[config.mk]
export PLATFORM = sky130hd
export DESIGN_NAME = vga_module
export DESIGN_NICKNAME = d
export VERILOG_FILES = /design/src/vga_pkg.sv /design/src/pixel_path.sv /design/src/pixelbuff.sv /design/src/sync_gen.sv /design/src/vga_bus_master.sv /design/src/vga_module.sv /design/src/vga_slave_regs.sv
export SDC_FILE = /design/constraint.sdc
export NUM_CORES = 1
export LEC_CHECK = 0
export BUFFER_PORTS_ARGS = -buffer_cell sky130_fd_sc_hd__buf_2
export CAP_MARGIN = 30
export CORE_MARGIN = 3
export CORE_UTILIZATION = 35
export DETAILED_ROUTE_END_ITERATION = 8
export PLACE_DENSITY = 0.49
export SLEW_MARGIN = 20
export SYNTH_ARGS = -nofsm -noshare
export SYNTH_HDL_FRONTEND = slang
export SYNTH_SLANG_ARGS = --single-unit
export TNS_END_PERCENT = 30
[constraint.sdc]
create_clock -name clk25MHz -period 7.25 [get_ports clk25MHz]
set_input_delay 1.0875 -clock clk25MHz [delete_from_list [all_inputs] [get_ports clk25MHz]]
set_output_delay 1.0875 -clock clk25MHz [all_outputs]
set_load 0.01 [all_outputs]
[src/vga_pkg.sv]
package vga_pkg;

	localparam int COLOR_DEPTH = 8;
	localparam int BUS_WIDTH = 32;
	localparam int CTRL_WIDTH = 8;

	localparam int BURST_LEN = 16; // words per burst = buffer depth
	localparam int PIX_PER_BURST = 2 * BURST_LEN; // two pixels per word

	typedef logic [COLOR_DEPTH-1:0] pixel_t;
	typedef logic [BUS_WIDTH-1:0] bus_word_t;
	typedef logic [CTRL_WIDTH-1:0] ctrl_t;

	// burst length 16 in the upper nibble, bit 0 low for read
	localparam ctrl_t CTRL_READ_BURST = 8'b0001_0000;

	// slave register indices
	localparam logic [15:0] REG_FRAME_BASE = 16'd0;
	localparam logic [15:0] REG_LINE_STRIDE = 16'd1;

	// lo pixel sits in bits 7:0 of the memory word
	typedef struct packed {
		pixel_t hi; // odd column
		pixel_t lo; // even column
	} pix_pair_t;

	typedef struct packed {
		logic [10:0] row;
		logic [10:0] col;
		logic active; // inside both active ranges
	} screen_pos_t;

	typedef struct packed {
		bus_word_t frame_base; // word address of row 0
		bus_word_t line_stride; // words per row
	} vga_regs_t;

	typedef struct packed {
		logic we0;
		logic we1;
		logic [3:0] addr; // word index in burst
		pix_pair_t data;
	} buf_wr_t;

	typedef struct packed {
		logic buf_sel;
		logic byte_sel;
		logic [3:0] addr;
	} buf_rd_t;

endpackage

[src/pixel_path.sv]
module pixel_path (
	input logic clk25MHz,
	input logic reset,
	input vga_pkg::screen_pos_t pos,
	input logic hsync_raw,
	input logic vsync_raw,
	input vga_pkg::buf_wr_t buf_wr,
	output vga_pkg::pixel_t rgb,
	output logic hsync,
	output logic vsync
);

	vga_pkg::buf_rd_t rd;
	vga_pkg::pix_pair_t buf0_out;
	vga_pkg::pix_pair_t buf1_out;
	vga_pkg::pix_pair_t pair;
	vga_pkg::pixel_t pixel;
	logic buf_sel_q;
	logic byte_sel_q;
	logic active_q;

	assign rd.addr = pos.col[4:1]; // word within segment
	assign rd.byte_sel = pos.col[0]; // odd column takes hi byte
	assign rd.buf_sel = pos.col[5]; // segment parity

	pixelbuff buffer0 (
		.clk25MHz(clk25MHz),
		.we(buf_wr.we0),
		.write_address(buf_wr.addr),
		.read_address(rd.addr),
		.data_in(buf_wr.data),
		.data_out(buf0_out)
	);

	pixelbuff buffer1 (
		.clk25MHz(clk25MHz),
		.we(buf_wr.we1),
		.write_address(buf_wr.addr),
		.read_address(rd.addr),
		.data_in(buf_wr.data),
		.data_out(buf1_out)
	);

	// selects ride along with the registered read
	always_ff @(posedge clk25MHz) begin
		buf_sel_q <= rd.buf_sel;
		byte_sel_q <= rd.byte_sel;
	end

	always_ff @(posedge clk25MHz) begin
		if (reset) begin
			active_q <= 1'b0;
			hsync <= 1'b1;
			vsync <= 1'b1;
		end else begin
			active_q <= pos.active;
			hsync <= hsync_raw; // same delay as the buffer read
			vsync <= vsync_raw;
		end
	end

	assign pair = buf_sel_q ? buf1_out : buf0_out;
	assign pixel = byte_sel_q ? pair.hi : pair.lo;
	assign rgb = active_q ? pixel : '0; // black in blanking

endmodule

[src/pixelbuff.sv]
module pixelbuff (
	input logic clk25MHz,
	input logic we,
	input logic [3:0] write_address,
	input logic [3:0] read_address,
	input vga_pkg::pix_pair_t data_in,
	output vga_pkg::pix_pair_t data_out
);

	vga_pkg::pix_pair_t mem [vga_pkg::BURST_LEN]; // one segment, 32 pixels

	always_ff @(posedge clk25MHz) begin
		if (we) begin
			mem[write_address] <= data_in;
		end
		data_out <= mem[read_address]; // registered read, one cycle latency
	end

endmodule

[src/sync_gen.sv]
module sync_gen #(
	parameter int H_ACTIVE = 640,
	parameter int H_FRONT = 16,
	parameter int H_SYNC = 96,
	parameter int H_BACK = 48,
	parameter int V_ACTIVE = 480,
	parameter int V_FRONT = 10,
	parameter int V_SYNC = 2,
	parameter int V_BACK = 33
) (
	input logic clk25MHz,
	input logic reset,
	output vga_pkg::screen_pos_t pos,
	output logic hsync,
	output logic vsync
);

	localparam int H_TOTAL = H_ACTIVE + H_FRONT + H_SYNC + H_BACK;
	localparam int V_TOTAL = V_ACTIVE + V_FRONT + V_SYNC + V_BACK;
	localparam int H_SYNC_START = H_ACTIVE + H_FRONT; // line: active, front, sync, back
	localparam int V_SYNC_START = V_ACTIVE + V_FRONT;

	logic [10:0] col;
	logic [10:0] row;
	logic line_end;
	logic frame_end;

	assign line_end = (col == 11'(H_TOTAL - 1));
	assign frame_end = (row == 11'(V_TOTAL - 1));

	always_ff @(posedge clk25MHz) begin
		if (reset) begin
			col <= '0;
			row <= '0;
		end else if (line_end) begin
			col <= '0;
			if (frame_end) begin
				row <= '0;
			end else begin
				row <= row + 11'd1; // advance one line
			end
		end else begin
			col <= col + 11'd1;
		end
	end

	assign pos.row = row;
	assign pos.col = col;
	assign pos.active = (col < 11'(H_ACTIVE)) && (row < 11'(V_ACTIVE));

	// active low during the sync window only
	assign hsync = !((col >= 11'(H_SYNC_START)) && (col < 11'(H_SYNC_START + H_SYNC)));
	assign vsync = !((row >= 11'(V_SYNC_START)) && (row < 11'(V_SYNC_START + V_SYNC)));

endmodule

[src/vga_bus_master.sv]
module vga_bus_master #(
	parameter int H_ACTIVE = 640,
	parameter int V_ACTIVE = 480
) (
	input logic clk25MHz,
	input logic reset,
	input vga_pkg::screen_pos_t pos,
	input vga_pkg::vga_regs_t regs,
	input logic bus_ack,
	input logic bus_wait,
	input vga_pkg::bus_word_t bus_in,
	output logic bus_req,
	output vga_pkg::bus_word_t bus_out,
	output vga_pkg::buf_wr_t buf_wr
);

	localparam int NUM_SEG = H_ACTIVE / vga_pkg::PIX_PER_BURST; // segments per line

	typedef enum logic [1:0] {
		IDLE,
		REQUEST,
		TRANSFER
	} state_t;

	state_t state;

	logic fetch_line;
	logic fetch_seg;
	logic fetch_due;
	logic [5:0] disp_seg;
	logic [10:0] next_row;
	logic [10:0] trig_row;
	logic [5:0] trig_seg;

	logic pend_valid;
	logic [10:0] pend_row;
	logic [5:0] pend_seg;

	logic start;
	logic word_ok;
	logic last_word;
	logic cur_buf; // target buffer of the running burst
	logic [3:0] word_cnt;
	vga_pkg::bus_word_t burst_addr;

	assign disp_seg = pos.col[10:5]; // 32 pixels per segment

	// first hblank cycle of an active line, next row segment 0
	// last active line wraps to row 0, fetched through vertical blanking
	assign fetch_line = (pos.col == 11'(H_ACTIVE)) && (pos.row < 11'(V_ACTIVE));
	assign next_row = (pos.row == 11'(V_ACTIVE - 1)) ? 11'd0 : pos.row + 11'd1;

	// segment k starts on screen, prefetch k+1 into the other buffer
	assign fetch_seg = pos.active && (pos.col[4:0] == 5'd0) &&
		(disp_seg < 6'(NUM_SEG - 1));
	assign fetch_due = fetch_line || fetch_seg;
	assign trig_row = fetch_line ? next_row : pos.row;
	assign trig_seg = fetch_line ? 6'd0 : disp_seg + 6'd1;

	// base + row * stride + segment * 16, sampled when the burst starts
	assign burst_addr = regs.frame_base +
		vga_pkg::bus_word_t'(pend_row) * regs.line_stride +
		vga_pkg::bus_word_t'({pend_seg, 4'b0000});

	assign start = (state == IDLE) && pend_valid;
	assign word_ok = (state == TRANSFER) && !bus_wait; // one word per non-wait cycle
	assign last_word = word_ok && (word_cnt == 4'(vga_pkg::BURST_LEN - 1));

	always_ff @(posedge clk25MHz) begin
		if (reset) begin
			state <= IDLE;
			pend_valid <= 1'b0;
			word_cnt <= '0;
		end else begin
			case (state)
				IDLE: if (pend_valid) state <= REQUEST;
				REQUEST: if (bus_ack) state <= TRANSFER; // words start next cycle
				TRANSFER: if (last_word) state <= IDLE; // req drops after 16th word
				default: state <= IDLE;
			endcase
			if (fetch_due) begin
				pend_valid <= 1'b1; // newer trigger replaces an unserved one
			end else if (start) begin
				pend_valid <= 1'b0;
			end
			if (start) begin
				word_cnt <= '0;
			end else if (word_ok) begin
				word_cnt <= word_cnt + 4'd1;
			end
		end
	end

	always_ff @(posedge clk25MHz) begin
		if (fetch_due) begin
			pend_row <= trig_row;
			pend_seg <= trig_seg;
		end
		if (start) begin
			bus_out <= burst_addr; // held for the whole burst
			cur_buf <= pend_seg[0]; // segment k lives in buffer k mod 2
		end
	end

	assign bus_req = (state != IDLE);

	assign buf_wr.we0 = word_ok && !cur_buf;
	assign buf_wr.we1 = word_ok && cur_buf;
	assign buf_wr.addr = word_cnt;
	assign buf_wr.data = vga_pkg::pix_pair_t'(bus_in[15:0]);

endmodule

[src/vga_module.sv]
module vga_module #(
	parameter int H_ACTIVE = 640,
	parameter int H_FRONT = 16,
	parameter int H_SYNC = 96,
	parameter int H_BACK = 48,
	parameter int V_ACTIVE = 480,
	parameter int V_FRONT = 10,
	parameter int V_SYNC = 2,
	parameter int V_BACK = 33
) (
	input logic clk25MHz,
	input logic reset,
	input logic bus_master_ack,
	input logic bus_slave_en,
	input vga_pkg::bus_word_t bus_in,
	input vga_pkg::ctrl_t ctrl_in,
	output vga_pkg::pixel_t rgb,
	output logic hsync,
	output logic vsync,
	output logic bus_req,
	output vga_pkg::ctrl_t ctrl_out,
	output vga_pkg::bus_word_t bus_out
);

	vga_pkg::screen_pos_t pos;
	vga_pkg::vga_regs_t regs;
	vga_pkg::buf_wr_t buf_wr;
	logic hsync_raw;
	logic vsync_raw;

	assign ctrl_out = vga_pkg::CTRL_READ_BURST; // always a 16 word read

	sync_gen #(
		.H_ACTIVE(H_ACTIVE),
		.H_FRONT(H_FRONT),
		.H_SYNC(H_SYNC),
		.H_BACK(H_BACK),
		.V_ACTIVE(V_ACTIVE),
		.V_FRONT(V_FRONT),
		.V_SYNC(V_SYNC),
		.V_BACK(V_BACK)
	) sgen (
		.clk25MHz(clk25MHz),
		.reset(reset),
		.pos(pos),
		.hsync(hsync_raw),
		.vsync(vsync_raw)
	);

	vga_bus_master #(
		.H_ACTIVE(H_ACTIVE),
		.V_ACTIVE(V_ACTIVE)
	) bus_master (
		.clk25MHz(clk25MHz),
		.reset(reset),
		.pos(pos),
		.regs(regs),
		.bus_ack(bus_master_ack),
		.bus_wait(ctrl_in[0]), // memory not ready this cycle
		.bus_in(bus_in),
		.bus_req(bus_req),
		.bus_out(bus_out),
		.buf_wr(buf_wr)
	);

	vga_slave_regs slave_regs (
		.clk25MHz(clk25MHz),
		.reset(reset),
		.slave_en(bus_slave_en),
		.addr_phase(ctrl_in[1]), // high on the index cycle
		.bus_in(bus_in),
		.regs(regs)
	);

	pixel_path ppath (
		.clk25MHz(clk25MHz),
		.reset(reset),
		.pos(pos),
		.hsync_raw(hsync_raw),
		.vsync_raw(vsync_raw),
		.buf_wr(buf_wr),
		.rgb(rgb),
		.hsync(hsync),
		.vsync(vsync)
	);

endmodule

[src/vga_slave_regs.sv]
module vga_slave_regs (
	input logic clk25MHz,
	input logic reset,
	input logic slave_en,
	input logic addr_phase,
	input vga_pkg::bus_word_t bus_in,
	output vga_pkg::vga_regs_t regs
);

	logic [15:0] reg_idx; // index from the last address phase
	logic addr_we;
	logic data_we;
	logic base_we;
	logic stride_we;

	assign addr_we = slave_en && addr_phase;
	assign data_we = slave_en && !addr_phase;

	// per-register enables, other indices fall through
	assign base_we = data_we && (reg_idx == vga_pkg::REG_FRAME_BASE);
	assign stride_we = data_we && (reg_idx == vga_pkg::REG_LINE_STRIDE);

	always_ff @(posedge clk25MHz) begin
		if (reset) begin
			reg_idx <= '0;
		end else if (addr_we) begin
			reg_idx <= bus_in[15:0];
		end
	end

	always_ff @(posedge clk25MHz) begin
		if (reset) begin
			regs.frame_base <= '0;
		end else if (base_we) begin
			regs.frame_base <= bus_in;
		end
	end

	always_ff @(posedge clk25MHz) begin
		if (reset) begin
			regs.line_stride <= '0;
		end else if (stride_we) begin
			regs.line_stride <= bus_in; // stride in words
		end
	end

endmodule
Yosys cells after proc, flatten, opt, wreduce, memory -nomap -nowiden
Memory sizes are Yosys's and may differ from the RTL's. A register that Yosys moved wholly into a read port is not among the register bits.
Cells that the tools add are included.
{"block": "word_totals", "ram_bits": 512, "memories": 2, "reg_bits": 164, "out_inout_bits": 51, "inputBits": 44}
{"block": "classes", "reduce_logical": 29, "mul": 1, "order_cmp": 7, "n_eq_ne": 11, "muxes": 16, "n_addsub": 6}
{"name": "ppath.buffer0.mem", "words": 16, "width": 16, "rd": 1, "rd_clocked_by_memory_dff": 1, "write_ports": 1, "line": "pixelbuff.sv:10", "rtl": "vga_pkg::pix_pair_t mem [vga_pkg::BURST_LEN];"}
{"name": "ppath.buffer1.mem", "words": 16, "width": 16, "rd": 1, "rd_clocked_by_memory_dff": 1, "write_ports": 1, "line": "pixelbuff.sv:10"}
{"operator": "equality test 11 x 10 -> 1 bit, second input constant", "n": 3}
{"operator": "2-to-1 mux 11 bit", "n": 3}
{"operator": "adder 32 x 10 -> 32 bit", "n": 1}
{"operator": "adder 32 bit", "n": 1}
{"operator": "multiplier 11 x 32 -> 32 bit", "n": 1}
{"operator": "adder 11 x 1 -> 11 bit, second input constant", "n": 2}
{"operator": "< comparator 11 x 10 -> 1 bit, second input constant", "n": 2}
{"operator": "< comparator 11 x 9 -> 1 bit, second input constant", "n": 2}
{"operator": "equality test 16 x 1 -> 1 bit, second input constant", "n": 1}
{"operator": "logical NOT 16 bit", "n": 1}
{"operator": "2-to-1 mux 16 bit", "n": 1}
{"operator": "2-to-1 mux 8 bit", "n": 2}
{"operator": "logical AND 1 bit", "n": 15}
{"operator": "equality test 11 x 9 -> 1 bit, second input constant", "n": 1}
{"operator": "greater-or-equal comparator 11 x 10 -> 1 bit, second input constant", "n": 1}
{"operator": "greater-or-equal comparator 11 x 9 -> 1 bit, second input constant", "n": 1}
{"operator": "adder 6 x 1 -> 6 bit, second input constant", "n": 1}
{"operator": "< comparator 6 x 5 -> 1 bit, second input constant", "n": 1}
{"operator": "2-to-1 mux 1 bit", "n": 6}
{"operator": "2-to-1 mux 2 bit", "n": 3}
{"operator": "one-hot mux 2 bit (3 select lines)", "n": 1}
{"operator": "logical NOT 1 bit", "n": 5}
{"operator": "logical NOT 5 bit", "n": 1}
{"operator": "adder 4 x 1 -> 4 bit, second input constant", "n": 1}
{"operator": "other kinds (10)", "n": 13}

Longest topological paths before layout
{"block": "logic_depth", "ltp_word": 6, "ltp_mapped": 22, "ltp_nobuf": 20}

Hierarchy
Synthesis repeated with hierarchy kept, for this count alone.
{"block": "unflattened", "hier_cells": 2781, "hier_area_um2": 37169.4}
{"mod": "pixelbuff", "seq_area_each_um2": 8007.7, "n_inst": 2, "cells_each": 432, "area_per_inst_um2": 10043.4}
{"mod": "vga_bus_master", "seq_area_each_um2": 1641.6, "n_inst": 1, "cells_each": 1364, "area_per_inst_um2": 12314.3}
{"mod": "vga_slave_regs", "seq_area_each_um2": 1601.5, "n_inst": 1, "cells_each": 378, "area_per_inst_um2": 3238.1}
{"mod": "sync_gen", "seq_area_each_um2": 440.4, "n_inst": 1, "cells_each": 128, "area_per_inst_um2": 1088.5}
{"mod": "pixel_path", "seq_area_each_um2": 100.1, "n_inst": 1, "cells_each": 37, "area_per_inst_um2": 374.1}
{"mod": "vga_module", "seq_area_each_um2": 0.0, "n_inst": 1, "cells_each": 10, "area_per_inst_um2": 67.6}

Worst setup path before layout
No wires, ideal clock.
{"block": "synth_path", "kind": "reg-to-reg", "from": "register bus_master.pend_row[2]", "to": "register bus_master.bus_out[31] (data pin)", "slack_ns": 1.738, "synth_period_minus_slack_ns": 5.512, "required_time_ns": 6.987, "setup_time_ns": 0.263, "arrival_ns": 5.249, "path_stages_with_launch": 21, "path_cell_list": "edfxtp_1 > clkbuf_1 > clkbuf_1 > nand2_1 > fa_1 > fa_1 > inv_1 > fa_1 > fa_1 > inv_1 > fa_1 > inv_1 > ha_1 > a21oi_1 > o22ai_1 > o21a_1 > o31ai_2 > nor3b_1 > or3_1 > o41ai_2 > xnor2_1"}
{"block": "synth_via", "elab_chain_len": 3}
{"item": "start, declared", "line": "vga_bus_master.sv:36", "rtl": "logic [10:0] pend_row;"}
{"item": "start signal, assigned", "line": "vga_bus_master.sv:96", "rtl": "pend_row <= trig_row;"}
{"item": "multiplier 11 x 32 -> 32 bit", "line": "vga_bus_master.sv:62", "rtl": "vga_pkg::bus_word_t'(pend_row) * regs.line_stride +"}
{"item": "adder 32 bit", "line": "vga_bus_master.sv:61", "rtl": "assign burst_addr = regs.frame_base +"}
{"item": "adder 32 x 10 -> 32 bit", "line": "vga_bus_master.sv:62"}
{"item": "net bus_master.burst_addr[31]", "line": "vga_bus_master.sv:44", "rtl": "vga_pkg::bus_word_t burst_addr;"}
{"item": "end signal, assigned", "line": "vga_bus_master.sv:100", "rtl": "bus_out <= burst_addr;"}
{"item": "end, declared", "line": "vga_bus_master.sv:13", "rtl": "output vga_pkg::bus_word_t bus_out,"}
The timed path passes the listed nets, and every way through them passes these cells.
A chain may end at the register's enable or synchronous reset.

Final worst setup path
{"block": "layout_path", "from": "register bus_master.pend_row[0]", "to": "register bus_master.bus_out[28] (data pin)"}
Same word-level chain as after synthesis.

==> out/qor.tcl <==
set qor(postCtsResizedCells) 0
set qor(cpMaxStageDelayCell) {sky130_fd_sc_hd__o31ai_1}
set qor(routed_wl_um) 87100
set qor(synth_sequential_area_ratio_pct) 54.3
set qor(syn2layout_area_growth_pct) 12.5
set qor(layoutNonFillerInstCount) 4175
set qor(ys_dominant_reg_cell) {sky130_fd_sc_hd__edfxtp_1}
set qor(final_cell_area_mm2) 0.0411
set qor(dp.final_hpwl_um) 58000
set qor(cts.root.buffer_cell) {sky130_fd_sc_hd__clkbuf_16}
set qor(placement.cell_area_mm2) 0.0385
set qor(placeableCoreArea_mm2) 0.103
set qor(path_cells) {and2_1 -> fa_1 -> inv_1 -> fa_1 -> inv_1 -> fa_1 -> inv_1 -> fa_1 -> fa_1 -> inv_1 -> ha_1 -> nor2b_1 -> o21ai_0 -> a21boi_0 -> o31ai_1 -> nand3_1 -> a31oi_1 -> nor2b_1 -> xnor2_1}
set qor(drcViolationCount) 0
set qor(post_route_cells_drive_above_1_share_pct) 16.1
set qor(tritoncts) {built}
set qor(synthMostInstantiatedCell) {sky130_fd_sc_hd__edfxtp_1}
set qor(synth.top_cell.area_share_pct) 46.2
set qor(timing_hold_violations_final) 0
set qor(chipWidth_um) 329
set qor(vdd_ir_drop_max_mv) 0.177
set qor(synth_warnings) 0
set qor(cellLeakagePower_nw) 14.8
set qor(max_clock_freq_mhz) 158
set qor(maxSlewHeadroom_pct) 40.0
set qor(outcome) {finished clean}
set qor(gr-usage-all-layers_pct) 16.3
set qor(min_tclk_post_route_ns) 6.34
set qor(antenna_left) 0
set qor(fin_setup_tns_ns) 0
set qor(synth.distinct_cells) 59
set qor(detailedRoute.firstPassIterationCount) 6
set qor(final-setup-viol-count) 0
set qor(post-place-cells) 4023
set qor(post_layout_nets) 3118
set qor(std_cell_rows) 117
set qor(max_stage_delay_ns) 0.67
set qor(synth.avg_cell_area_um2) 13.7
set qor(crit_path_start_kind) {flip-flop}
set qor(post_synthesis_instance_area_mm2) 0.0365
set qor(final_critical_path_setup_slack_ns) 0.912
set qor(place_congestion) 0.801
set qor(worst_setup_hold_path_clk_slew_ns) 0.06
set qor(die_h_um) 329
set qor(htree_levels) 3
set qor(final.fill_count) 9627
set qor(number_of_buffers_created_by_cts) 80
set qor(power.density_mw_per_mm2) 219
set qor(post-route-period-util_pct) 87.4
set qor(cts_max_path_buffers) 3
set qor(clock_insertion_delay_worst_skew_ns) 0.64
set qor(number_of_global_route_vias_before_repair) 21500
set qor(timing_max_transition_violations_final) 0
set qor(synthTopCellsByCount) {sky130_fd_sc_hd__edfxtp_1 (562), sky130_fd_sc_hd__nand2_1 (403), sky130_fd_sc_hd__inv_1 (369)}
set qor(pre_cts_slack_ns) 0.907
set qor(synth_largest_area_cell) {sky130_fd_sc_hd__edfxtp_1}
set qor(die_area_mm2) 0.108
set qor(synthesis.instances) 2665
set qor(timing.clock.skew_ns) 0.0367
set qor(cells_taking_the_most_area_after_synthesis) {sky130_fd_sc_hd__edfxtp_1 (46%), sky130_fd_sc_hd__fa_1 (14%), sky130_fd_sc_hd__mux4_2 (10%)}
set qor(dr_total_vias) 20400
set qor(start_util_pct) 35.6
set qor(postCtsSetupBuffers) 0
set qor(critical_path_class) {reg2reg}
set qor(cts_hold_buffers) 0
set qor(floorplan.io_pins) 95
set qor(post_drt_wl_per_cell_um) 20.9
set qor(cp.required_ns) 7.63
set qor(drt_first_iter_violations) 1258
set qor(worstMarginPinSlew_ns) 0.895
set qor(critPathArrivalTime_ns) 6.72
set qor(buffer_ports.inserted) 80
set qor(drv_cap) 0
set qor(first_pass_grt_wire_length_um) 133000
set qor(worst_hold_path_type) {reg2reg}
set qor(antenna_found_initial) 7
set qor(clkSinkCount) 708
set qor(top_cell_by_count_worst_path) {sky130_fd_sc_hd__fa_1}
set qor(maximum_number_of_pins_on_one_net_before_global_route_repair) 88
set qor(grt_setup_unrepaired) {no}
set qor(critPathCaptureType) {flip-flop}
set qor(overflow) 0
set qor(synth-edff-count) 562
set qor(async_reset_ff_share_pct) 0
set qor(via_per_inst) 4.90
set qor(synth-seq-cells) 708
set qor(worst-path-max-fanout) 13
-- flip-flops by register name (all words and copies together) (netlist names) --
| name | count |
|---|---|
| bus_master.bus_out | 32 |
| ppath.hsync | 1 |
| ppath.vsync | 1 |
| ppath.active_q | 1 |
| ppath.buffer0.data_out | 16 |
| bus_master.cur_buf | 1 |
| ppath.buffer1.data_out | 16 |
| slave_regs.reg_idx | 16 |
| bus_master.state | 2 |
| ppath.buffer1.mem | 256 |
| bus_master.pend_seg | 6 |
| bus_master.pend_valid | 1 |
| sgen.row | 11 |
| bus_master.pend_row | 11 |
| ppath.buffer0.mem | 256 |
| sgen.col | 11 |
| ppath.buf_sel_q | 1 |
| slave_regs.regs | 64 |
| ppath.byte_sel_q | 1 |
| bus_master.word_cnt | 4 |
-- cell families after synthesis --
kind of cell | Yosys count | share of synthesized area [%]
flip-flops | 708 | 54.3
AND/OR/NAND/NOR | 687 | 8.56
buffers and inverters | 511 | 5.50
adder cells (fa/ha/maj) | 337 | 16.8
AO/OA/AOI/OAI | 189 | 2.97
multiplexers | 170 | 10.4
XOR/XNOR | 61 | 1.46
other | 2 | 0.0206
-- cell usage in the layout, fill, tap and decap left out, types with 17 or more instances in the layout --
master,count
sky130_fd_sc_hd__edfxtp_1,562
sky130_fd_sc_hd__nand2_1,403
sky130_fd_sc_hd__inv_1,369
sky130_fd_sc_hd__fa_1,255
sky130_fd_sc_hd__mux4_2,168
sky130_fd_sc_hd__dfxtp_1,142
sky130_fd_sc_hd__and2_1,117
sky130_fd_sc_hd__a21oi_1,110
sky130_fd_sc_hd__ha_1,82
sky130_fd_sc_hd__clkbuf_16,82
sky130_fd_sc_hd__buf_2,79
sky130_fd_sc_hd__nor2_1,55
sky130_fd_sc_hd__xnor2_1,45
sky130_fd_sc_hd__buf_4,40
sky130_fd_sc_hd__o21ai_0,36
sky130_fd_sc_hd__nand3_1,18
sky130_fd_sc_hd__clkbuf_1,17
sky130_fd_sc_hd__clkinv_1,17
-- stage by stage --
stage | utilization, % | total power [mW] | hold WS (ns)
floorplan | - | 4.95 | 0.392
global placement | 37.4 | 5.19 | 0.438
detailed placement | 37.5 | 5.20 | 0.435
global route | 40.0 | 9.34 | 0.463
CTS | 40.0 | 9.15 | 0.450
finish | 40.0 | 9.01 | 0.443
-- per-layer routing --
| layer | track usage [%] | routed length (um) | up-vias |
|---|---|---|---|
| met5 | 0 | 58 | - |
| met4 | 4.46 | 2180 | 8 |
| li1 | - | - | 9212 |
| met3 | 3.13 | 4160 | 147 |
| met2 | 27.6 | 42500 | 428 |
| met1 | 21.6 | 38200 | 10600 |
-- critical path: cells and delay by family, from the launching register on --
kind,cells,cell delay [ns]
and+or+nand+nor,4,0.95
adders and majority gates,6,2.79
DFF,1,0.60
AOI/OAI and AO/OA,4,1.46
xor gates and xnor gates,1,0.08
buffers and inverters,4,0.20
-- layout make-up --
type                       instances  area (um2)  area share [%]
inverter                         369        1390            3.37
clock inverter                    45         375           0.914
clock buffer                     102        2160            5.25
tap                             1368        1710            4.17
sequential                       708       19800            48.3
multi-input combinational       1452       14800            36.0
antenna                            5        12.5          0.0305
timing repair buffer             126         831            2.02
-- worst paths after layout --
kind	from	to	slack, ns	depth (start not counted)
setup reg to reg	bus_master.pend_row[0]	bus_master.bus_out[28]	0.91	19
hold / removal	sgen.col[0]	ppath.byte_sel_q	0.44	0
setup / recovery	bus_master.pend_row[0]	bus_master.bus_out[28]	0.91	19
hold reg to reg	sgen.col[0]	ppath.byte_sel_q	0.44	0
-- power breakdown --
group          switching, mW  leakage, nW  internal, mW
sequential            0.0847         6.27          4.45
clock                   1.68         1.24          2.23
combinational          0.325         7.27         0.237
Note: power is estimated with default switching activity, not from simulation.
